$ cat config.mk
export PLATFORM = sky130hd
export DESIGN_NAME = div_unit
export DESIGN_NICKNAME = d
export VERILOG_FILES = /design/src/logic/div_pkg.sv /design/src/logic/div_operand_if.sv /design/src/logic/div_result_if.sv /design/src/logic/clz.sv /design/src/logic/div_operand_prep.sv /design/src/logic/div_quick_clz.sv /design/src/logic/div_result_format.sv /design/src/logic/div_unit.sv
export VERILOG_INCLUDE_DIRS = /design/src /design/src/include
export SDC_FILE = /design/constraint.sdc
export NUM_CORES = 1
export LEC_CHECK = 0
export BUFFER_PORTS_ARGS = -buffer_cell sky130_fd_sc_hd__clkbuf_2
export CAP_MARGIN = 15
export CORE_ASPECT_RATIO = 1.25
export CORE_UTILIZATION = 58
export CTS_BUF_LIST = sky130_fd_sc_hd__clkbuf_4
export DETAILED_ROUTE_END_ITERATION = 16
export PLACE_DENSITY = 0.89
export SLEW_MARGIN = 25
export SYNTH_ARGS = -nofsm -noshare
export SYNTH_HDL_FRONTEND = slang
export SYNTH_SLANG_ARGS = --single-unit
$ cat constraint.sdc
create_clock -name clk -period 6.8 [get_ports clk]
set_input_delay 1.36 -clock clk [delete_from_list [all_inputs] [get_ports clk]]
set_output_delay 1.36 -clock clk [all_outputs]
set_load 0.05 [all_outputs]
$ cat src/include/div_consts.svh
// ----------------------------------------
// divide unit constants
// width of the data path and of the leading-zero counts.
// ----------------------------------------
`ifndef DIV_CONSTS_SVH
`define DIV_CONSTS_SVH

// operand, quotient and remainder width in bits.
`define DIV_WIDTH 32

// bits needed to hold a leading-zero count of one data word.
`define DIV_CLZ_WIDTH 5

`endif

$ cat src/logic/div_pkg.sv
// ----------------------------------------
// divide unit package
// shared vector types and state encodings.
// ----------------------------------------
`include "div_consts.svh"

package div_pkg;

    typedef logic [`DIV_WIDTH-1:0]     data_t;  // operands, quotient and remainder.
    typedef logic [`DIV_CLZ_WIDTH-1:0] clz_t;   // a leading-zero count.

    // the codes follow the low two bits of the RISC-V funct3 field.
    // bit 1 selects the remainder and bit 0 marks an unsigned operation.
    typedef enum logic [1:0] {
        op_div  = 2'b00,  // signed quotient.
        op_divu = 2'b01,  // unsigned quotient.
        op_rem  = 2'b10,  // signed remainder.
        op_remu = 2'b11   // unsigned remainder.
    } div_op_e;

    // input side sequencing.
    typedef enum logic [1:0] {
        prep_idle   = 2'b00,  // waiting for a request.
        prep_launch = 2'b01,  // operands are registered and the core is started.
        prep_wait   = 2'b10   // holding operands until the result has gone out.
    } prep_state_e;

endpackage

$ cat src/logic/div_operand_if.sv
// ----------------------------------------
// divider operand bus
// start pulse and held operand magnitudes.
// ----------------------------------------
`timescale 1ns/1ps

interface div_operand_if import div_pkg::*; ();

    logic  start;     // one-cycle pulse that launches the divider.
    data_t dividend;  // unsigned magnitude of the dividend.
    data_t divisor;   // unsigned magnitude of the divisor.

    // the input side drives the bus and keeps the magnitudes steady
    // from the start pulse until the result has been delivered.
    modport prep (
        output start,
        output dividend,
        output divisor
    );

    // the divider only reads the bus.
    modport core (
        input start,
        input dividend,
        input divisor
    );

endinterface

$ cat src/logic/div_result_if.sv
// ----------------------------------------
// divider result bus
// completion pulse with raw quotient and remainder.
// ----------------------------------------
`timescale 1ns/1ps

interface div_result_if import div_pkg::*; ();

    logic  complete;   // one-cycle pulse when the division has finished.
    data_t quotient;   // unsigned quotient magnitude.
    data_t remainder;  // unsigned remainder magnitude.
    logic  b_is_zero;  // the divisor of this division was zero.

    // the divider drives the bus and holds the values until the next start.
    modport core (
        output complete,
        output quotient,
        output remainder,
        output b_is_zero
    );

    // the output side samples the bus on complete.
    modport format (
        input complete,
        input quotient,
        input remainder,
        input b_is_zero
    );

endinterface

$ cat src/logic/clz.sv
// ----------------------------------------
// leading-zero counter
// zeros above the highest set bit of one word.
// ----------------------------------------
`timescale 1ns/1ps
`include "div_consts.svh"

module clz import div_pkg::*; (
    input  data_t clz_input,  // word to be scanned.
    output clz_t  clz         // number of zeros above the highest set bit.
);

    // the scan walks from bit 0 upward, so a higher set bit overrides any
    // lower one and the last match is the highest set bit.
    // an all-zero word keeps the default of all ones, which is the same
    // count as a word with only bit 0 set. the divider tells the two
    // apart by looking at bit 0 itself.
    always_comb begin
        clz = '1;  // default for a word with no bit set.
        for (int i = 0; i < `DIV_WIDTH; i++) begin
            if (clz_input[i]) begin
                clz = clz_t'(`DIV_WIDTH - 1 - i);  // zeros above bit i.
            end
        end
    end

endmodule

$ cat src/logic/div_operand_prep.sv
// ----------------------------------------
// divider input side
// takes a request, converts signed operands to magnitudes,
// records the result signs and holds them until the result is out.
// ----------------------------------------
`timescale 1ns/1ps
`include "div_consts.svh"

module div_operand_prep import div_pkg::*; (
    input  logic        clk,
    input  logic        rst,
    input  logic        start,         // request strobe from the execute stage.
    input  div_op_e     op,            // requested operation.
    input  data_t       a,             // dividend as given.
    input  data_t       b,             // divisor as given.
    input  logic        result_taken,  // the output side has delivered the result.
    output logic        busy,          // a request is in progress.
    output logic        quot_neg,      // the quotient must be negated.
    output logic        rem_neg,       // the remainder must be negated.
    output logic        want_rem,      // deliver the remainder and not the quotient.
    div_operand_if.prep core
);

    prep_state_e state;
    logic        accept;     // a request is taken in this cycle.
    logic        is_signed;  // the operation treats operands as two's complement.
    logic        a_neg;      // the dividend is a negative signed value.
    logic        b_neg;      // the divisor is a negative signed value.

    assign accept    = start & (state == prep_idle);  // requests while busy are dropped.
    assign is_signed = (op == op_div) | (op == op_rem);
    assign a_neg     = is_signed & a[`DIV_WIDTH-1];
    assign b_neg     = is_signed & b[`DIV_WIDTH-1];

    // idle, launch and wait sequence.
    always_ff @(posedge clk) begin
        if (rst) begin
            state <= prep_idle;
        end else begin
            case (state)
                prep_idle: begin
                    if (accept) begin
                        state <= prep_launch;
                    end
                end
                prep_launch: begin
                    state <= prep_wait;  // the core sees its start in this cycle.
                end
                prep_wait: begin
                    if (result_taken) begin
                        state <= prep_idle;
                    end
                end
                default: begin
                    state <= prep_idle;
                end
            endcase
        end
    end

    // operand magnitudes and result signs are loaded once per request.
    // the most negative value maps onto itself, which reads correctly as
    // an unsigned magnitude.
    always_ff @(posedge clk) begin
        if (accept) begin
            core.dividend <= a_neg ? -a : a;
            core.divisor  <= b_neg ? -b : b;
            quot_neg      <= a_neg ^ b_neg;   // signs differ, so the quotient is negative.
            rem_neg       <= a_neg;           // the remainder follows the dividend.
            want_rem      <= op[1];           // bit 1 of the code selects the remainder.
        end
    end

    assign core.start = (state == prep_launch);  // one cycle after the accept edge.
    assign busy       = (state != prep_idle);

endmodule

$ cat src/logic/div_quick_clz.sv
// ----------------------------------------
// quick leading-zero divider
// restoring division on unsigned magnitudes that retires
// one or more quotient bits per cycle.
// ----------------------------------------
`timescale 1ns/1ps
`include "div_consts.svh"

module div_quick_clz import div_pkg::*; (
    input  logic        clk,
    input  logic        rst,
    div_operand_if.core ops,
    div_result_if.core  res
);

    logic                running;       // iteration is under way.
    logic                terminate;     // the partial remainder is below the divisor.
    logic                divisor_zero;  // the held divisor is zero.

    data_t               quot;          // quotient built up bit by bit.
    data_t               rem;           // partial remainder.

    clz_t                rem_clz;       // leading zeros of the partial remainder.
    clz_t                div_clz;       // leading zeros of the divisor.
    clz_t                div_clz_r;
    clz_t                clz_delta;     // distance between the two top set bits.

    data_t               div_norm;      // divisor shifted up until its top bit is set.
    data_t               b1;            // divisor aligned to the remainder's top bit.
    data_t               b2;            // half of b1.
    logic [`DIV_WIDTH:0] diff1;         // remainder minus b1 with a borrow bit on top.
    data_t               diff2;         // remainder minus b2.
    data_t               new_rem;

    data_t               q_bit1;        // quotient bit for a subtraction of b1.
    data_t               q_bit2;        // quotient bit for a subtraction of b2.
    data_t               new_quot;

    clz clz_rem (
        .clz_input (rem),
        .clz       (rem_clz)
    );

    clz clz_div (
        .clz_input (ops.divisor),
        .clz       (div_clz)
    );

    // the divisor is held steady by the input side, so its normalized form
    // is simply re-registered every cycle and is ready from the first step.
    always_ff @(posedge clk) begin
        div_clz_r <= div_clz;
        div_norm  <= ops.divisor << div_clz;
    end

    // a count of all ones with bit 0 clear can only come from a zero word.
    assign divisor_zero = (&div_clz) & ~ops.divisor[0];

    assign terminate = (rem < ops.divisor);

    // while the remainder is not below the divisor its top bit sits at or
    // above the divisor's, so the delta is a valid bit index.
    assign clz_delta = div_clz_r - rem_clz;

    always_comb begin
        q_bit1            = '0;
        q_bit1[clz_delta] = 1'b1;
    end
    assign q_bit2 = {1'b0, q_bit1[`DIV_WIDTH-1:1]};

    // try the aligned divisor first; if that borrows, half of it always fits.
    assign b1    = div_norm >> rem_clz;
    assign b2    = {1'b0, b1[`DIV_WIDTH-1:1]};
    assign diff1 = {1'b0, rem} - {1'b0, b1};
    assign diff2 = rem - b2;

    assign new_rem  = diff1[`DIV_WIDTH] ? diff2 : diff1[`DIV_WIDTH-1:0];
    assign new_quot = quot | (diff1[`DIV_WIDTH] ? q_bit2 : q_bit1);

    always_ff @(posedge clk) begin
        if (rst) begin
            running <= 1'b0;
        end else if (ops.start & ~divisor_zero) begin
            running <= 1'b1;
        end else if (terminate) begin
            running <= 1'b0;
        end
    end

    // a zero divisor finishes straight away; otherwise the pulse follows
    // the step that brought the remainder below the divisor.
    always_ff @(posedge clk) begin
        if (rst) begin
            res.complete <= 1'b0;
        end else begin
            res.complete <= (running & terminate) | (ops.start & divisor_zero);
        end
    end

    always_ff @(posedge clk) begin
        if (ops.start) begin
            quot          <= divisor_zero ? '1 : '0;  // all ones is the RISC-V answer.
            rem           <= ops.dividend;            // also the zero-divisor remainder.
            res.b_is_zero <= divisor_zero;
        end else if (running & ~terminate) begin
            quot <= new_quot;
            rem  <= new_rem;
        end
    end

    assign res.quotient  = quot;
    assign res.remainder = rem;

endmodule

$ cat src/logic/div_result_format.sv
// ----------------------------------------
// divider output side
// restores signs, picks quotient or remainder and applies the
// divide-by-zero rule.
// ----------------------------------------
`timescale 1ns/1ps

module div_result_format import div_pkg::*; (
    input  logic          clk,
    input  logic          rst,
    div_result_if.format  res,
    input  logic          quot_neg,  // negate the quotient magnitude.
    input  logic          rem_neg,   // negate the remainder magnitude.
    input  logic          want_rem,  // deliver the remainder.
    output logic          done,      // one-cycle pulse with the final result.
    output data_t         result     // signed or unsigned result, held until the next request.
);

    data_t quot_final;  // quotient with its sign restored.
    data_t rem_final;   // remainder with its sign restored.

    // a zero divisor always gives all ones, whatever the operand signs.
    // the overflow case of the most negative value over minus one needs
    // no special path, because the magnitude quotient is already the
    // most negative value and quot_neg is clear.
    assign quot_final = res.b_is_zero ? '1 :
                        quot_neg      ? -res.quotient : res.quotient;

    // with a zero divisor the remainder is the dividend magnitude, and the
    // dividend sign brings back the original dividend.
    assign rem_final = rem_neg ? -res.remainder : res.remainder;

    always_ff @(posedge clk) begin
        if (rst) begin
            done <= 1'b0;
        end else begin
            done <= res.complete;  // follows complete by one cycle.
        end
    end

    // the result register keeps its value until the next completion.
    always_ff @(posedge clk) begin
        if (res.complete) begin
            result <= want_rem ? rem_final : quot_final;
        end
    end

endmodule

$ cat src/logic/div_unit.sv
// ----------------------------------------
// integer divide unit
// input side, quick divider and output side for the
// four RISC-V divide operations.
// ----------------------------------------
`timescale 1ns/1ps

module div_unit import div_pkg::*; (
    input  logic    clk,
    input  logic    rst,
    input  logic    start,   // request strobe, ignored while busy.
    input  div_op_e op,      // operation of the request.
    input  data_t   a,       // dividend.
    input  data_t   b,       // divisor.
    output logic    busy,    // high from the cycle after the request until after done.
    output logic    done,    // one-cycle pulse when result is valid.
    output data_t   result   // quotient or remainder.
);

    logic quot_neg;  // sign fix for the quotient.
    logic rem_neg;   // sign fix for the remainder.
    logic want_rem;  // remainder selection.

    div_operand_if op_bus ();
    div_result_if  res_bus ();

    div_operand_prep i_prep (
        .clk          (clk),
        .rst          (rst),
        .start        (start),
        .op           (op),
        .a            (a),
        .b            (b),
        .result_taken (done),  // the delivered result frees the input side.
        .busy         (busy),
        .quot_neg     (quot_neg),
        .rem_neg      (rem_neg),
        .want_rem     (want_rem),
        .core         (op_bus.prep)
    );

    div_quick_clz i_core (
        .clk (clk),
        .rst (rst),
        .ops (op_bus.core),
        .res (res_bus.core)
    );

    div_result_format i_format (
        .clk      (clk),
        .rst      (rst),
        .res      (res_bus.format),
        .quot_neg (quot_neg),
        .rem_neg  (rem_neg),
        .want_rem (want_rem),
        .done     (done),
        .result   (result)
    );

endmodule

=== Yosys cells after proc, flatten, opt, wreduce, memory -nomap -nowiden ===
Index checks and enable logic that the tools add are counted.

* Word-level logic and storage cells: 137
* Output and inout bits: 34
* Register bits after elaboration: 206
* Input bits: 69

* $add $sub $neg: 7
* Bitwise logic cells: 15
* Order comparisons: 3
* Eq/ne operators: 5
* Reductions and logical operators: 8
* Shifts and indexed selects: 2
* Muxes and demuxes: 82

{| class="wikitable"
|+ Operator list
! operator !! number
|-
| two-way mux 32 bit || 13
|-
| two-way mux 5 bit || 60
|-
| negation 32 bit || 4
|-
| subtractor 32 x 32 -> 33 bit || 1
|-
| < comparator 32 bit || 1
|-
| bitwise OR 32 bit || 1
|-
| left shift 32 x 5 -> 32 bit || 1
|-
| >> shifter 32 x 5 -> 32 bit || 1
|-
| subtractor 32 x 31 -> 32 bit || 1
|-
| AND 1 bit || 8
|-
| < comparator 5 x 6 -> 1 bit (second input constant) || 1
|-
| one-hot mux 2 bit (3 select lines) || 1
|-
| nonzero test 2 bit || 3
|-
| demux 1 bit (select 5 bit) || 1
|-
| greater-or-equal comparator 5 x 1 -> 1 bit (second input constant) || 1
|-
| two-way mux 1 bit || 5
|-
| AND reduction 5 bit || 1
|-
| subtractor 5 bit || 1
|-
| equality test 2 bit (second input constant) || 2
|-
| zero test 2 bit || 2
|-
| two-way mux 2 bit || 2
|-
| != test 2 x 1 -> 1 bit (second input constant) || 2
|-
| inverter 1 bit || 3
|-
| equality test 2 x 1 -> 1 bit (second input constant) || 1
|-
| 4 further kinds || 5
|}

=== Longest topological paths before layout ===
* Depth after elaboration: 40
* Mapped depth: 32
* Mapped depth without buffers: 29

=== Modules after synthesis ===
A second synthesis with hierarchy kept.

* Cells, all modules: 2,015
* Area, all modules: 18,149.9 um2

{| class="wikitable"
|+ By module, submodules not included
! module !! area each (um2) !! sequential area each (um2) !! cells an instance !! instances
|-
| div_quick_clz || 11,233.3 || 2,732.6 || 1,333 || 1
|-
| div_operand_prep || 3,537.1 || 2,052.0 || 292 || 1
|-
| div_result_format || 2,691.3 || 980.9 || 268 || 1
|-
| clz || 344.1 || 0.0 || 61 || 2
|}

=== Worst setup path before layout ===
OpenSTA, ideal clock, no wires.

* Kind: reg2reg
* From: register i_core.rem[21] (netlist: i_core.res.remainder[21])
* To: register i_core.rem[22] (netlist: i_core.res.remainder[22]), data pin
* Clock period less this slack: 6,486 ps
* Arrival: 6,227 ps
* Buffers on the path: 6
* Slack: 314 ps
* Data required time: 6,541 ps
* Stages on the path, launching flop included: 31
* Setup time: 259 ps
* Path through: edfxtp_1 -> buf_2 -> o311ai_1 -> a31oi_1 -> o31ai_2 -> buf_6 -> buf_8 -> clkbuf_1 -> clkbuf_1 -> inv_1 -> o31ai_1 -> nor2_1 -> nor2_1 -> nor2_1 -> nor2_1 -> o21ai_0 -> ha_1 -> nand2_1 -> a21oi_1 -> nor2b_1 -> o31ai_1 -> nand4_1 -> a31oi_1 -> nand3_1 -> o32ai_4 -> o21ai_4 -> a211o_4 -> nand2_4 -> buf_4 -> nor2_1 -> o31a_1

* Cells in the longest elaborated chain, start to end: 16
* Elaborated cells between the ends (all ways): 17
* Those cells by class: add/sub (2); shift (1); mux (14)

{| class="wikitable"
|+ RTL lines
! element !! line !! text
|-
| start: declaration || div_quick_clz.sv:21 || <nowiki>data_t rem;</nowiki>
|-
| start signal: assignment || div_quick_clz.sv:103 || <nowiki>rem <= ops.dividend;</nowiki>
|-
| start signal: assignment || div_quick_clz.sv:107 || <nowiki>rem <= new_rem;</nowiki>
|-
| two-way mux 5 bit (11 in a row) || clz.sv:21 || <nowiki>if (clz_input[i]) begin</nowiki>
|-
| >> shifter 32 x 5 -> 32 bit || div_quick_clz.sv:72 || <nowiki>assign b1 = div_norm >> rem_clz;</nowiki>
|-
| subtractor 32 x 32 -> 33 bit or subtractor 32 x 31 -> 32 bit (tied branches) || div_quick_clz.sv:74, div_quick_clz.sv:75 ||
|-
| two-way mux 32 bit (*) || div_quick_clz.sv:77 || <nowiki>assign new_rem = diff1[`DIV_WIDTH] ? diff2 : diff1[`DIV_WIDTH-1:0];</nowiki>
|-
| two-way mux 32 bit (*) || div_quick_clz.sv:105 || <nowiki>end else if (running & ~terminate) begin</nowiki>
|-
| two-way mux 32 bit (*) || div_quick_clz.sv:101 || <nowiki>if (ops.start) begin</nowiki>
|}

Every way passes the cells marked *; elsewhere a longest branch is shown, timed or not. The select of a mux whose other input is x is not followed.
A chain may end at the register's enable or synchronous reset.

=== Final worst setup path ===
* From: register i_core.rem[22] (netlist: i_core.res.remainder[22])
* To: register i_core.rem[29] (netlist: i_core.res.remainder[29]), data pin

* Cells in the longest elaborated chain, start to end: 15
* Elaborated cells between the ends (all ways): 16
* Those cells by class: add/sub (2); shift (1); mux (13)

{| class="wikitable"
|+ RTL lines
! element !! line
|-
| two-way mux 5 bit (10 in a row) || clz.sv:21
|-
| >> shifter 32 x 5 -> 32 bit || div_quick_clz.sv:72
|-
| subtractor 32 x 32 -> 33 bit or subtractor 32 x 31 -> 32 bit (tied branches) || div_quick_clz.sv:74, div_quick_clz.sv:75
|-
| two-way mux 32 bit (*) || div_quick_clz.sv:77
|-
| two-way mux 32 bit (*) || div_quick_clz.sv:105
|-
| two-way mux 32 bit (*) || div_quick_clz.sv:101
|}

Marks and branches as above.

==> impl_metrics.py <==
metrics = {
    "synthesis": {
        "synth_largest_type_area_fraction": 0.278,
        "proportion_of_synthesized_chip_area_in_sequential_cells": 0.325,
        "yosys_warnings": 0,
        "post-synth-top-area-cell": "sky130_fd_sc_hd__edfxtp_1",
        "syn-mean-instance-area_sq_um": 8.75,
        "postSynth.topFlopCell": "sky130_fd_sc_hd__edfxtp_1",
        "leading_post_synthesis_cells_by_cell_area": "sky130_fd_sc_hd__edfxtp_1 (28%), sky130_fd_sc_hd__ha_1 (7.1%), sky130_fd_sc_hd__mux2i_1 (6.8%)",
        "mapped_cells": 2028,
        "syn_nets": 2200,
        "netlist-cell-type-count": 88,
        "synth-async-reset-ratio": 0,
        "postSynthRegisterBits": 206,
        "edff_count_synth": 164,
        "synth.cell_area_sq_um": 17700,
    },
    "setup_path": {
        "slowest_cp_cell": "sky130_fd_sc_hd__edfxtp_1",
        "worst_r2r_startpoint": "i_core.res.remainder[22]",
        "worstPathMaxFanout": 19,
        "max_stage_delay_ps": 550,
        "worstSetupPathType": "reg -> reg",
        "worst_path_most_repeated_cell": "sky130_fd_sc_hd__buf_4",
        "crit_path_start": "i_core.res.remainder[22]",
        "worst-endpoint-arrival_ps": 6940,
        "required_arrival_time_at_the_worst_endpoint_ps": 7270,
        "timing.critical_path.from_type": "flip-flop",
        "reg2reg_slack_ps": 330,
        "critical_path.endpoint_type": "flip-flop",
    },
    "die": {
        "io_pins": 103,
        "core_sq_um": 30100,
        "die_height_um": 198,
        "die_area_sq_um": 31300,
        "initial_utilization": 0.589,
        "placement_rows": 71,
        "die_width_um": 158,
    },
    "timing": {
        "setup-violations-final": 0,
        "final_report_hold_violation_count": 0,
        "slew_headroom": 0.345,
        "worst_slew_pin_slew_ps": 983,
        "max_freq_ghz": 0.155,
        "worst_clock_skew_ps": 80.3,
        "finalMaxSlewViolations": 0,
        "layout_worst_path_cycle_share": 0.952,
        "layout_min_cycle_time_ps": 6470,
        "tns_ps": 0,
    },
    "drt": {
        "detail_route.drc_violations": 0,
        "post_drt_wl_per_cell_um": 21.5,
        "detailroute.wirelength.met3_um": 5010,
        "dr_total_vias": 17200,
        "first_iter_violations": 1963,
        "routed_via_density": 6.50,
        "dr.pass1.iters": 6,
        "detailed_route_wl_um": 57000,
        "topRoutingLayerUsed": "met5",
        "route.layer.met1.wl_um": 22200,
        "met2_length_um": 26400,
        "final_antenna_net_count": 0,
    },
    "worst_hold_path": {
        "timing.hold.worst.start": "i_prep.core.dividend[11]",
        "min-delay-path-class": "reg -> reg",
    },
    "global_routing": {
        "grt.total_usage": 0.368,
        "first_global_vias": 16100,
        "number_of_antenna_violations_at_the_first_check_in_global_routing": 3,
        "largest_net_degree_at_the_start_of_global_routing": 72,
        "grt_pass1_wl_um": 88300,
        "grt_overflow": 0,
    },
    "cts": {
        "number_of_buffers_between_clock_root_and_the_deepest_sink": 3,
        "clkLatencyLatePin_ps": 760,
        "cts_max_level": 2,
        "cts_made_buffers": 52,
        "path_clk_slew_ps": 80,
        "cts_tree": "done",
        "clock-root-buffer": "sky130_fd_sc_hd__clkbuf_4",
        "clkSinkCount": 206,
    },
    "final_layout": {
        "area_delta_synth_final_pct": 13.2,
        "finish.net_count": 2382,
        "area_of_the_multi_input_gates_sq_um": 11400,
        "commonest_cells_after_routing_fill_and_taps_aside": "sky130_fd_sc_hd__nand2_1 (205), sky130_fd_sc_hd__nor2_1 (181), sky130_fd_sc_hd__edfxtp_1 (164)",
        "register_area_sq_um": 5770,
        "drive_above_1_share": 0.165,
        "layout.cells.most_common": "sky130_fd_sc_hd__nand2_1",
        "fill_cells": 2414,
    },
    "placement": {
        "place.gp.congestion": 1.04,
        "port_buffers": 102,
        "hpwl_um": 44500,
    },
    "run": {
        "max_cap_violations": 0,
    },
    "outcome": {
        "run_status": "finished, final reports clean",
    },
}
==> final cells by class <==
class	instances	share of cell area
clock buffer	69	0.0258
tap	401	0.0250
antenna	1	0.000125
clock inverter	25	0.00797
timing repair buffer	216	0.0715
inverter	83	0.0156
multi-input combinational	1651	0.567
sequential	206	0.287
==> cell families (layout without fill, tap and decap cells) <==
group | count (synthesis) | after routing | synth area share
other | 0 | 1 | 0
xor gates and xnor gates | 169 | 169 | 0.0843
and+or+nand+nor | 670 | 670 | 0.181
DFF | 206 | 206 | 0.325
buffers and inverters | 171 | 393 | 0.0387
AOI/OAI and AO/OA | 568 | 568 | 0.216
muxes | 140 | 140 | 0.0806
adders and majority gates | 104 | 104 | 0.0745
==> Yosys cell counts (all sizes together) (14+ instances only) <==
cell type	number
nand2b	28
mux2i	121
a21oi	142
or4	15
nor4	26
clkbuf	70
o21ai	121
a22oi	41
xor2	105
o211ai	18
inv	79
nand2	207
dfxtp	42
o21a	21
a221o	14
and2	20
buf	18
nor3	56
o41ai	14
a21o	41
or3	15
edfxtp	164
a31oi	23
nand3	37
nor2	187
xnor2	64
mux2	19
o31ai	37
nor2b	20
nand4	16
ha	100
==> critical path, delay by kind of cell (launching register included) <==
family                   cells  cell delay (ps)
AO/OA/AOI/OAI               13             2680
AND/OR/NAND/NOR              9             1520
buffers and inverters        6             1010
flip-flops                   1              550
adder cells (fa/ha/maj)      1              270
multiplexers                 1              140
==> sequential cells by signal, indices dropped and copies added (netlist names), 2 cells and up <==
name / count
i_prep.core.divisor: 32
i_core.res.quotient: 32
i_prep.core.dividend: 32
i_core.div_norm: 32
i_core.res.remainder: 32
i_prep.state: 2
i_core.div_clz_r: 5
i_format.result: 32
==> worst paths after layout <==
path                         endpoint  depth (start not counted)
min reg2reg  i_core.res.remainder[11]                          2
max          i_core.res.remainder[29]                         30
max reg2reg  i_core.res.remainder[29]                         30
min          i_core.res.remainder[11]                          2
==> metrics by stage <==
stage	worst slack, ps	cell area, sq um	utilization	std cells	hold WS [ps]
after floorplan	314	17700	-	2028	452
after global placement	346	19200	0.637	2538	487
after detailed placement	200	19200	0.638	2539	528
after CTS	166	19900	0.660	2633	542
after global routing	-56.9	20100	0.667	2652	576
final	329	20100	0.667	2652	540
==> layer usage <==
layer  up-vias  track usage
met5         -            0
met4         4        0.210
met3       208       0.0636
met2       957        0.596
met1      8089        0.460
li1       7983            -
==> timing repair <==
action,in CTS,in global routing
setup buffers,0,17
resized for setup,0,13
endpoints found under the setup margin,0,60
hold buffers,0,0
hold endpoints to repair,0,0
Power is left out: the tool's default activity adds up to more than one toggle a clock period on the data nets, which glitch-free logic cannot reach.
